File: config.mk
export PLATFORM = sky130hd
export DESIGN_NAME = ps2_keyboard_top
export DESIGN_NICKNAME = d
export VERILOG_FILES = /design/src/hdl/ps2_kbd_pkg.sv /design/src/hdl/key_event_fifo.sv /design/src/hdl/ps2_bit_timer.sv /design/src/hdl/ps2_frame_rx.sv /design/src/hdl/ps2_keyboard_top.sv /design/src/hdl/scan_code_fsm.sv /design/src/hdl/scan_to_ascii.sv
export SDC_FILE = /design/constraint.sdc
export NUM_CORES = 1
export LEC_CHECK = 0
export BUFFER_PORTS_ARGS = -buffer_cell sky130_fd_sc_hd__buf_2
export CAP_MARGIN = 20
export CORE_ASPECT_RATIO = 1.2
export CORE_MARGIN = 2
export CORE_UTILIZATION = 50
export DETAILED_ROUTE_END_ITERATION = 12
export HOLD_SLACK_MARGIN = 0.08
export PLACE_DENSITY = 0.66
export SLEW_MARGIN = 30
export SYNTH_ARGS = -nofsm -noshare
export SYNTH_HDL_FRONTEND = slang
export SYNTH_SLANG_ARGS = --single-unit
File: constraint.sdc
create_clock -name clk -period 4.9 [get_ports clk]
set_input_delay 0.735 -clock clk [delete_from_list [all_inputs] [get_ports clk]]
set_output_delay 0.735 -clock clk [all_outputs]
set_load 0.1 [all_outputs]
File: src/hdl/ps2_kbd_pkg.sv
`default_nettype none

package ps2_kbd_pkg;

	// bit timer
	localparam int TIMER_W = 13;
	localparam logic [TIMER_W-1:0] TIMEOUT_CYCLES = 13'd4096; // ~82 us at 50 MHz

	// frame layout: start, 8 data, parity, stop
	localparam int FRAME_BITS = 11;
	localparam int BIT_IDX_W = 4;
	localparam logic [BIT_IDX_W-1:0] FRAME_LAST = 4'd10; // index of stop bit

	// event fifo and credit loop
	localparam int FIFO_DEPTH = 4;
	localparam int FIFO_PTR_W = 2;
	localparam int FIFO_CNT_W = 3;
	localparam logic [FIFO_CNT_W-1:0] FIFO_FULL = 3'd4;
	localparam int CREDIT_W = 3;
	localparam logic [CREDIT_W-1:0] CREDIT_MAX = 3'd4; // consumer buffer slots

	// set 2 codes with special meaning
	localparam logic [7:0] CODE_E0 = 8'hE0; // extended prefix
	localparam logic [7:0] CODE_F0 = 8'hF0; // break prefix
	localparam logic [7:0] CODE_LSHIFT = 8'h12;
	localparam logic [7:0] CODE_RSHIFT = 8'h59;
	localparam logic [7:0] CODE_CAPS = 8'h58;

	typedef struct packed {
		logic [7:0] scan;
		logic [7:0] ascii; // zero if no printable mapping
		logic extended;
		logic released;
		logic shift; // modifier state before this key
		logic caps;
	} key_event_t;

	typedef struct packed {
		logic valid; // one-cycle strobe
		logic [7:0] data;
	} rx_byte_t;

	// result of the frame check, first failing field wins
	typedef enum logic [1:0] {
		FRAME_OK,
		FRAME_BAD_START,
		FRAME_BAD_STOP,
		FRAME_BAD_PARITY
	} frame_status_t;

endpackage

`default_nettype wire

File: src/hdl/key_event_fifo.sv
`timescale 1ns/1ps
`default_nettype none

module key_event_fifo (
	input logic clk,
	input logic rst_n,
	input logic wr,
	input ps2_kbd_pkg::key_event_t din,
	input logic credit_return, // one pulse per freed consumer slot
	output ps2_kbd_pkg::key_event_t ev_out,
	output logic ev_send,
	output logic overflow
);

	ps2_kbd_pkg::key_event_t mem [ps2_kbd_pkg::FIFO_DEPTH];
	logic [ps2_kbd_pkg::FIFO_PTR_W-1:0] wr_ptr, rd_ptr; // wrap at depth
	logic [ps2_kbd_pkg::FIFO_CNT_W-1:0] count;
	logic [ps2_kbd_pkg::CREDIT_W-1:0] credits;
	logic full, push, pop;

	assign full = (count == ps2_kbd_pkg::FIFO_FULL);
	assign push = wr && !full; // keyboard can't be held off, so drop
	assign pop = (count != '0) && (credits != '0);

	always_ff @(posedge clk) begin
		if (!rst_n) begin
			wr_ptr <= '0;
			rd_ptr <= '0;
			count <= '0;
			credits <= ps2_kbd_pkg::CREDIT_MAX;
			ev_send <= 1'b0;
			overflow <= 1'b0;
		end else begin
			ev_send <= pop;
			overflow <= wr && full;
			if (push)
				wr_ptr <= wr_ptr + 1'b1;
			if (pop)
				rd_ptr <= rd_ptr + 1'b1;
			case ({push, pop})
				2'b10: count <= count + 1'b1;
				2'b01: count <= count - 1'b1;
				default: ; // both or neither
			endcase
			case ({credit_return, pop})
				2'b10: credits <= credits + 1'b1;
				2'b01: credits <= credits - 1'b1;
				default: ; // send and return cancel
			endcase
		end
	end

	always_ff @(posedge clk) begin
		if (push)
			mem[wr_ptr] <= din;
		if (pop)
			ev_out <= mem[rd_ptr]; // held until next send
	end

endmodule

`default_nettype wire

File: src/hdl/ps2_bit_timer.sv
`timescale 1ns/1ps
`default_nettype none

module ps2_bit_timer (
	input logic clk,
	input logic rst_n,
	input logic fall, // ps2 clock fall, already synchronized
	input logic in_frame, // receiver is mid-frame
	output logic stall
);

	logic [ps2_kbd_pkg::TIMER_W-1:0] cnt; // cycles since last fall

	always_ff @(posedge clk) begin
		if (!rst_n) begin
			cnt <= '0;
			stall <= 1'b0;
		end else begin
			stall <= 1'b0;
			if (fall) begin
				cnt <= '0; // every bit restarts the window
			end else if (in_frame && cnt != ps2_kbd_pkg::TIMEOUT_CYCLES) begin
				cnt <= cnt + 1'b1;
				// single pulse as the count lands on the limit
				stall <= (cnt == ps2_kbd_pkg::TIMEOUT_CYCLES - 1'b1);
			end
			// at the limit cnt sits still until the next fall
		end
	end

endmodule

`default_nettype wire

File: src/hdl/ps2_frame_rx.sv
`timescale 1ns/1ps
`default_nettype none

module ps2_frame_rx (
	input logic clk,
	input logic rst_n,
	input logic ps2_clk_in, // async, idle high
	input logic ps2_data_in, // async, idle high
	input logic stall, // from bit timer
	output logic fall,
	output logic in_frame,
	output ps2_kbd_pkg::rx_byte_t rx_byte,
	output logic frame_err
);

	logic clk_s0, clk_s1, clk_s2; // s0/s1 synchronizer, s2 edge history
	logic dat_s0, dat_s1;
	logic [ps2_kbd_pkg::BIT_IDX_W-1:0] idx; // bits taken so far
	logic [ps2_kbd_pkg::FRAME_BITS-1:0] shreg;
	logic [ps2_kbd_pkg::FRAME_BITS-1:0] frame; // shreg with the current bit shifted in
	ps2_kbd_pkg::frame_status_t status;
	logic rx_valid;
	logic [7:0] rx_data;

	always_ff @(posedge clk) begin
		if (!rst_n) begin
			clk_s0 <= 1'b1; // lines idle high
			clk_s1 <= 1'b1;
			clk_s2 <= 1'b1;
			dat_s0 <= 1'b1;
			dat_s1 <= 1'b1;
		end else begin
			clk_s0 <= ps2_clk_in;
			clk_s1 <= clk_s0;
			clk_s2 <= clk_s1;
			dat_s0 <= ps2_data_in;
			dat_s1 <= dat_s0;
		end
	end

	assign fall = clk_s2 & ~clk_s1; // two cycles after the pin edge
	assign in_frame = (idx != '0);

	// lsb first on the wire, so shift in from the top
	assign frame = {dat_s1, shreg[ps2_kbd_pkg::FRAME_BITS-1:1]};

	always_comb begin
		if (frame[0] != 1'b0)
			status = ps2_kbd_pkg::FRAME_BAD_START;
		else if (frame[10] != 1'b1)
			status = ps2_kbd_pkg::FRAME_BAD_STOP;
		else if (^frame[9:1] != 1'b1) // odd parity over data + parity bit
			status = ps2_kbd_pkg::FRAME_BAD_PARITY;
		else
			status = ps2_kbd_pkg::FRAME_OK;
	end

	always_ff @(posedge clk) begin
		if (!rst_n) begin
			idx <= '0;
			rx_valid <= 1'b0;
			frame_err <= 1'b0;
		end else begin
			rx_valid <= 1'b0;
			frame_err <= 1'b0;
			if (stall) begin
				idx <= '0; // partial frame dropped, no error flagged
			end else if (fall) begin
				if (idx == ps2_kbd_pkg::FRAME_LAST) begin
					idx <= '0;
					rx_valid <= (status == ps2_kbd_pkg::FRAME_OK);
					frame_err <= (status != ps2_kbd_pkg::FRAME_OK);
				end else begin
					idx <= idx + 1'b1;
				end
			end
		end
	end

	always_ff @(posedge clk) begin
		if (fall)
			shreg <= frame;
		if (fall && idx == ps2_kbd_pkg::FRAME_LAST)
			rx_data <= frame[8:1]; // data bits only
	end

	assign rx_byte = '{valid: rx_valid, data: rx_data};

endmodule

`default_nettype wire

File: src/hdl/ps2_keyboard_top.sv
`timescale 1ns/1ps
`default_nettype none

module ps2_keyboard_top (
	input logic clk,
	input logic rst_n,
	input logic ps2_clk_in,
	input logic ps2_data_in,
	input logic credit_return,
	output ps2_kbd_pkg::key_event_t ev_out,
	output logic ev_send,
	output logic overflow,
	output logic frame_err
);

	logic fall, in_frame, stall;
	ps2_kbd_pkg::rx_byte_t rx_byte;
	logic [7:0] scan_q, ascii;
	logic ext_q, shift_q, caps_q;
	ps2_kbd_pkg::key_event_t ev;
	logic ev_stb;

	ps2_frame_rx u_frame_rx (
		.clk(clk), .rst_n(rst_n),
		.ps2_clk_in(ps2_clk_in), .ps2_data_in(ps2_data_in),
		.stall(stall), .fall(fall), .in_frame(in_frame),
		.rx_byte(rx_byte), .frame_err(frame_err)
	);

	ps2_bit_timer u_bit_timer (
		.clk(clk), .rst_n(rst_n),
		.fall(fall), .in_frame(in_frame), .stall(stall)
	);

	scan_code_fsm u_scan_fsm (
		.clk(clk), .rst_n(rst_n),
		.rx_byte(rx_byte), .ascii(ascii),
		.scan_q(scan_q), .ext_q(ext_q), .shift_q(shift_q), .caps_q(caps_q),
		.ev(ev), .ev_stb(ev_stb)
	);

	// table sits beside the fsm, looks up the held final byte
	scan_to_ascii u_ascii (
		.scan(scan_q), .extended(ext_q), .shift(shift_q), .caps(caps_q),
		.ascii(ascii)
	);

	key_event_fifo u_fifo (
		.clk(clk), .rst_n(rst_n),
		.wr(ev_stb), .din(ev), .credit_return(credit_return),
		.ev_out(ev_out), .ev_send(ev_send), .overflow(overflow)
	);

endmodule

`default_nettype wire

File: src/hdl/scan_code_fsm.sv
`timescale 1ns/1ps
`default_nettype none

module scan_code_fsm (
	input logic clk,
	input logic rst_n,
	input ps2_kbd_pkg::rx_byte_t rx_byte,
	input logic [7:0] ascii, // from table, looked up on scan_q
	output logic [7:0] scan_q,
	output logic ext_q,
	output logic shift_q,
	output logic caps_q,
	output ps2_kbd_pkg::key_event_t ev,
	output logic ev_stb
);

	typedef enum logic [1:0] {
		IDLE,
		GOT_E0,
		GOT_F0,
		GOT_E0F0
	} state_t;

	state_t state, state_nxt;
	logic final_byte; // byte closes a key sequence
	logic ext, brk; // prefixes seen so far
	logic is_shift, is_caps;
	logic shift, caps; // live modifier state
	logic rel_q;

	assign ext = (state == GOT_E0) || (state == GOT_E0F0);
	assign brk = (state == GOT_F0) || (state == GOT_E0F0);
	assign is_shift = (rx_byte.data == ps2_kbd_pkg::CODE_LSHIFT)
		|| (rx_byte.data == ps2_kbd_pkg::CODE_RSHIFT);
	assign is_caps = (rx_byte.data == ps2_kbd_pkg::CODE_CAPS);

	always_comb begin
		state_nxt = state;
		final_byte = 1'b0;
		case (state)
			IDLE: begin
				if (rx_byte.data == ps2_kbd_pkg::CODE_E0)
					state_nxt = GOT_E0;
				else if (rx_byte.data == ps2_kbd_pkg::CODE_F0)
					state_nxt = GOT_F0;
				else
					final_byte = 1'b1;
			end
			GOT_E0: begin
				if (rx_byte.data == ps2_kbd_pkg::CODE_F0)
					state_nxt = GOT_E0F0;
				else
					final_byte = 1'b1;
			end
			default: final_byte = 1'b1; // both F0 states end on the next byte
		endcase
		if (final_byte)
			state_nxt = IDLE;
	end

	always_ff @(posedge clk) begin
		if (!rst_n) begin
			state <= IDLE;
			shift <= 1'b0;
			caps <= 1'b0;
			ev_stb <= 1'b0;
		end else begin
			ev_stb <= rx_byte.valid && final_byte;
			if (rx_byte.valid) begin
				state <= state_nxt;
				// E0 12 / E0 59 are fake shifts, ignored
				if (final_byte && !ext && is_shift)
					shift <= !brk;
				if (final_byte && !ext && !brk && is_caps)
					caps <= !caps; // toggles on make only
			end
		end
	end

	// event fields, modifiers captured before this byte updates them
	always_ff @(posedge clk) begin
		if (rx_byte.valid && final_byte) begin
			scan_q <= rx_byte.data;
			ext_q <= ext;
			rel_q <= brk;
			shift_q <= shift;
			caps_q <= caps;
		end
	end

	assign ev = '{scan: scan_q, ascii: ascii, extended: ext_q, released: rel_q,
		shift: shift_q, caps: caps_q};

endmodule

`default_nettype wire

File: src/hdl/scan_to_ascii.sv
`timescale 1ns/1ps
`default_nettype none

module scan_to_ascii (
	input logic [7:0] scan,
	input logic extended,
	input logic shift,
	input logic caps,
	output logic [7:0] ascii
);

	logic [7:0] letter; // lower case letter, zero if not a letter
	logic [15:0] pair; // {shifted, plain}

	always_comb begin
		case (scan)
			8'h1C: letter = "a";
			8'h32: letter = "b";
			8'h21: letter = "c";
			8'h23: letter = "d";
			8'h24: letter = "e";
			8'h2B: letter = "f";
			8'h34: letter = "g";
			8'h33: letter = "h";
			8'h43: letter = "i";
			8'h3B: letter = "j";
			8'h42: letter = "k";
			8'h4B: letter = "l";
			8'h3A: letter = "m";
			8'h31: letter = "n";
			8'h44: letter = "o";
			8'h4D: letter = "p";
			8'h15: letter = "q";
			8'h2D: letter = "r";
			8'h1B: letter = "s";
			8'h2C: letter = "t";
			8'h3C: letter = "u";
			8'h2A: letter = "v";
			8'h1D: letter = "w";
			8'h22: letter = "x";
			8'h35: letter = "y";
			8'h1A: letter = "z";
			default: letter = 8'h00;
		endcase
	end

	always_comb begin
		case (scan)
			8'h16: pair = "!1";
			8'h1E: pair = "@2";
			8'h26: pair = "#3";
			8'h25: pair = "$4";
			8'h2E: pair = "%5";
			8'h36: pair = "^6";
			8'h3D: pair = "&7";
			8'h3E: pair = "*8";
			8'h46: pair = "(9";
			8'h45: pair = ")0";
			8'h0E: pair = {8'h7E, 8'h60}; // ~ `
			8'h4E: pair = "_-";
			8'h55: pair = "+=";
			8'h54: pair = "{[";
			8'h5B: pair = "}]";
			8'h5D: pair = {8'h7C, 8'h5C}; // | backslash
			8'h4C: pair = ":;";
			8'h52: pair = {8'h22, 8'h27}; // double and single quote
			8'h41: pair = "<,";
			8'h49: pair = ">.";
			8'h4A: pair = "?/";
			8'h29: pair = {8'h20, 8'h20}; // space, same either way
			8'h66: pair = {8'h08, 8'h08}; // backspace
			8'h5A: pair = {8'h0D, 8'h0D}; // enter
			8'h76: pair = {8'h1B, 8'h1B}; // escape
			default: pair = 16'h0000;
		endcase
	end

	always_comb begin
		if (extended)
			ascii = 8'h00; // arrows, keypad enter etc. have no text
		else if (letter != 8'h00)
			ascii = (shift ^ caps) ? letter - 8'h20 : letter; // caps flips letters only
		else
			ascii = shift ? pair[15:8] : pair[7:0];
	end

endmodule

`default_nettype wire

==> run summary <==
Critical R2R Launch: u_frame_rx.rx_data[3]
Post-Syn Area: 8280 µm²
CTS tree: done
Hold Path Depth: 1
CP required: 5210 ps
fin crit period: 3370 ps
worst hold path class: reg -> reg
max cap viols: 0
CP max FO: 13
largest net degree at the start of global routing: 29
async set-or-reset flop fraction in the synthesized netlist: 0%
# setup viols final: 0
Cells after Synth: 668
crit start category: register
CP Cell Sequence: nor4bb_2 > a31o_2 > inv_2 > o21ai_1 > inv_2 > ha_1 > a311oi_1 > a21oi_1 > o21ai_0 > o22ai_1 > a21boi_0 > o32ai_1
Synth Flop Type: edfxtp_1
root buffer cell: clkbuf_16
endpoints failing hold: 0
DRT iter0 DRCs: 367
Remaining DRCs: 0
DRT Wirelength: 16.3 mm
Area Growth Syn to Fin: 11.2%
Worst Hold Launch: u_frame_rx.dat_s0
CP Buf/Inv Count: 2
Worst Tran Pin Value: 952 ps
Max H-tree Level: 4
port bufs: 27
Ant. Diodes: 0
CORE AREA: 16200 µm²
status: complete, no violations
Max stage delay on crit path: 540 ps
CTS buffer count: 17
I/O Pins: 28
Pwr Density: 453 nW/µm²
Final Max Slew Viols: 0
starting density of the core: 51.1%
setup repair after global routing missed its margin: false
f_max: 297 MHz
hold buffers post-CTS: 0
Slew HR: 36.5%
Die Wd: 121 µm
synthesis warning total: 0
vias per cell: 5.95
Vias: 5424
Final Wtd Congestion: 0.953
hold worst-path end: u_frame_rx.dat_s1
Crit-path slowest cell: edfxtp_1
share of cells above drive strength 1: 15.3%
total track usage: 19.6%
Worst-Skew Late Latency: 440 ps
reg2reg path depth: 12
endpoint type of the worst setup path: register
flop2flop setup slack: 1530 ps
gr ovfl total: 0
Num Clock Sinks: 178
kind of critical path: reg -> reg
post-CTS sizing: 0
Die Area: 17600 µm²
vias in the first global route: 5297
CP dominant cell by count: inv_2
CTS clock-pin slew for the worst setup and hold paths: 70 ps
Setup TNS: 0 ps
initial antenna violation count: 0
post-detail-place hpwl: 11.3 mm
Mean Syn Cell Area: 12.4 µm²
count of cell types in the netlist: 74
setup bufs post-CTS: 0
CP arrival: 3680 ps
Worst Skew: 25.4 ps
Die Ht: 145 µm
Bufs on Longest Clock Path: 2
Routed Antenna Nets: 0
DR WL/cell: 17.9 µm
Synth Net Count: 695
#FFs+latches synth: 178
Worst VDD drop: 0.226 mV
sequential area share after synthesis: 58.7%
DRT Pass-1 Iters: 5
Leak: 3.10 nW
top cell family by delay on the critical path: compound AO/OA/AOI/OAI gates
Layout Nets: 714
num rows: 51
period utilization: 68.7%
global-route wire length before repair: 27.0 mm
hold slack: 424 ps
number of synthesized flops with an enable pin: 130
==> through the flow <==
| stage | std cells | power [mW] | area (µm²) | util [%] | setup WS (ps) |
|---|---|---|---|---|---|
| after floorplan | 668 | 2.66 | 8280 | - | 1960 |
| after global placement | 880 | 2.81 | 8580 | 53.0 | 1710 |
| after detailed placement | 880 | 2.83 | 8600 | 53.0 | 1610 |
| after CTS | 912 | 4.21 | 9210 | 56.8 | 1580 |
| after global routing | 912 | 4.34 | 9210 | 56.8 | 1120 |
| final | 912 | 4.17 | 9210 | 56.8 | 1530 |
==> metal layers <==
metal / global-route usage [%] / wire [µm] / vias to the layer above
li1: - / - / 2549
met1: 23.9 / 6660 / 2630
met2: 32.9 / 8370 / 197
met3: 4.60 / 736 / 48
met4: 9.02 / 547 / 0
met5: 0 / 0 / -
==> sequential cells by signal (all words and copies together) (netlist names), 3 cells and up, named ones only <==
signal and flops:
u_bit_timer.cnt 13, u_frame_rx.idx 4, u_frame_rx.rx_data 8, u_fifo.ev_out 20
u_frame_rx.shreg 10, u_fifo.mem 80, u_fifo.count 3, u_scan_fsm.scan_q 8
u_fifo.credits 3
==> layout make-up <==
cell class | instances | area (µm²)
fillers | 1316 | 7000
flip-flops and latches | 178 | 4870
multi-input cells | 431 | 3190
clock buffers | 19 | 433
well taps | 212 | 265
repair buffers | 33 | 180
clock inverters | 13 | 178
inverters | 26 | 97.6
==> placed cells by master (no fill, tap or decap), drive strengths merged, types with 5 or more instances in the layout <==
cell    instances
mux4           21
o21ai          26
nand3          16
a31oi           8
xor2           21
nor2           52
clkbuf         19
a21oi          30
nor4b           6
nand2          42
nand2b         24
xnor2          15
inv            29
o32ai           6
buf            33
edfxtp        130
and3            7
clkinv          5
mux2i           7
o22ai          12
and2            7
dfxtp          48
nor2b           8
or3             8
nand4           6
ha             20
nor4            7
nor3           14
==> report_power, final <==
group | switching [mW] | leakage [nW] | internal, mW
Sequential | 0.0600 | 1.58 | 1.75
Combinational | 0.733 | 1.23 | 0.246
Clock | 0.572 | 0.289 | 0.812
Total | 1.36 | 3.10 | 2.81
==> worst max-delay path by stage <==
stage	startpoint	end	cells after the start	slack, ps
after global placement	u_frame_rx.rx_data[3]	register	12	1710
after global routing	u_frame_rx.rx_data[3]	register	12	1120
after CTS	u_frame_rx.rx_data[3]	register	12	1580
after detailed placement	u_frame_rx.rx_data[3]	register	12	1610
final	u_frame_rx.rx_data[3]	register	12	1530
after floorplan	u_fifo.count[0]	u_fifo.count[2]	8	1960
==> cell usage after synthesis, drive strengths merged (3+ instances only) <==
cell type  count  share of area (%)
edfxtp       130                 47
nor2          52                2.4
dfxtp         48                 12
nand2         42                1.9
a21oi         30                1.8
inv           26                1.2
o21ai         26                1.6
nand2b        24                1.8
mux4          21                5.7
xor2          21                2.2
clkbuf        20               0.91
ha            20                3.0
nand3         16               0.97
xnor2         15                1.6
nor3          14               0.85
buf           13               0.83
o22ai         12               0.91
a31oi          8               0.68
nor2b          8               0.60
or3            8               0.60
and2           7               0.53
and3           7               0.53
mux2i          7               0.85
nor4           7               0.53
nand4          6               0.45
nor4b          6               0.71
o32ai          6               0.73
a211oi         4               0.36
a21boi         4               0.36
a22o           4               0.44
nand3b         4               0.36
o211ai         4               0.42
o31ai          4               0.36
a311oi         3               0.32
mux2           3               0.41
nor3b          3               0.27
==> logic make-up after synthesis <==
| group | share of synthesized area [%] |
|---|---|
| compound gates | 10.2 |
| fa+ha+maj | 3.51 |
| flops | 58.7 |
| simple gates | 13.9 |
| mux | 6.97 |
| buf+inv | 2.92 |
| xor+xnor | 3.81 |
Note: power is estimated with default switching activity, not from simulation.
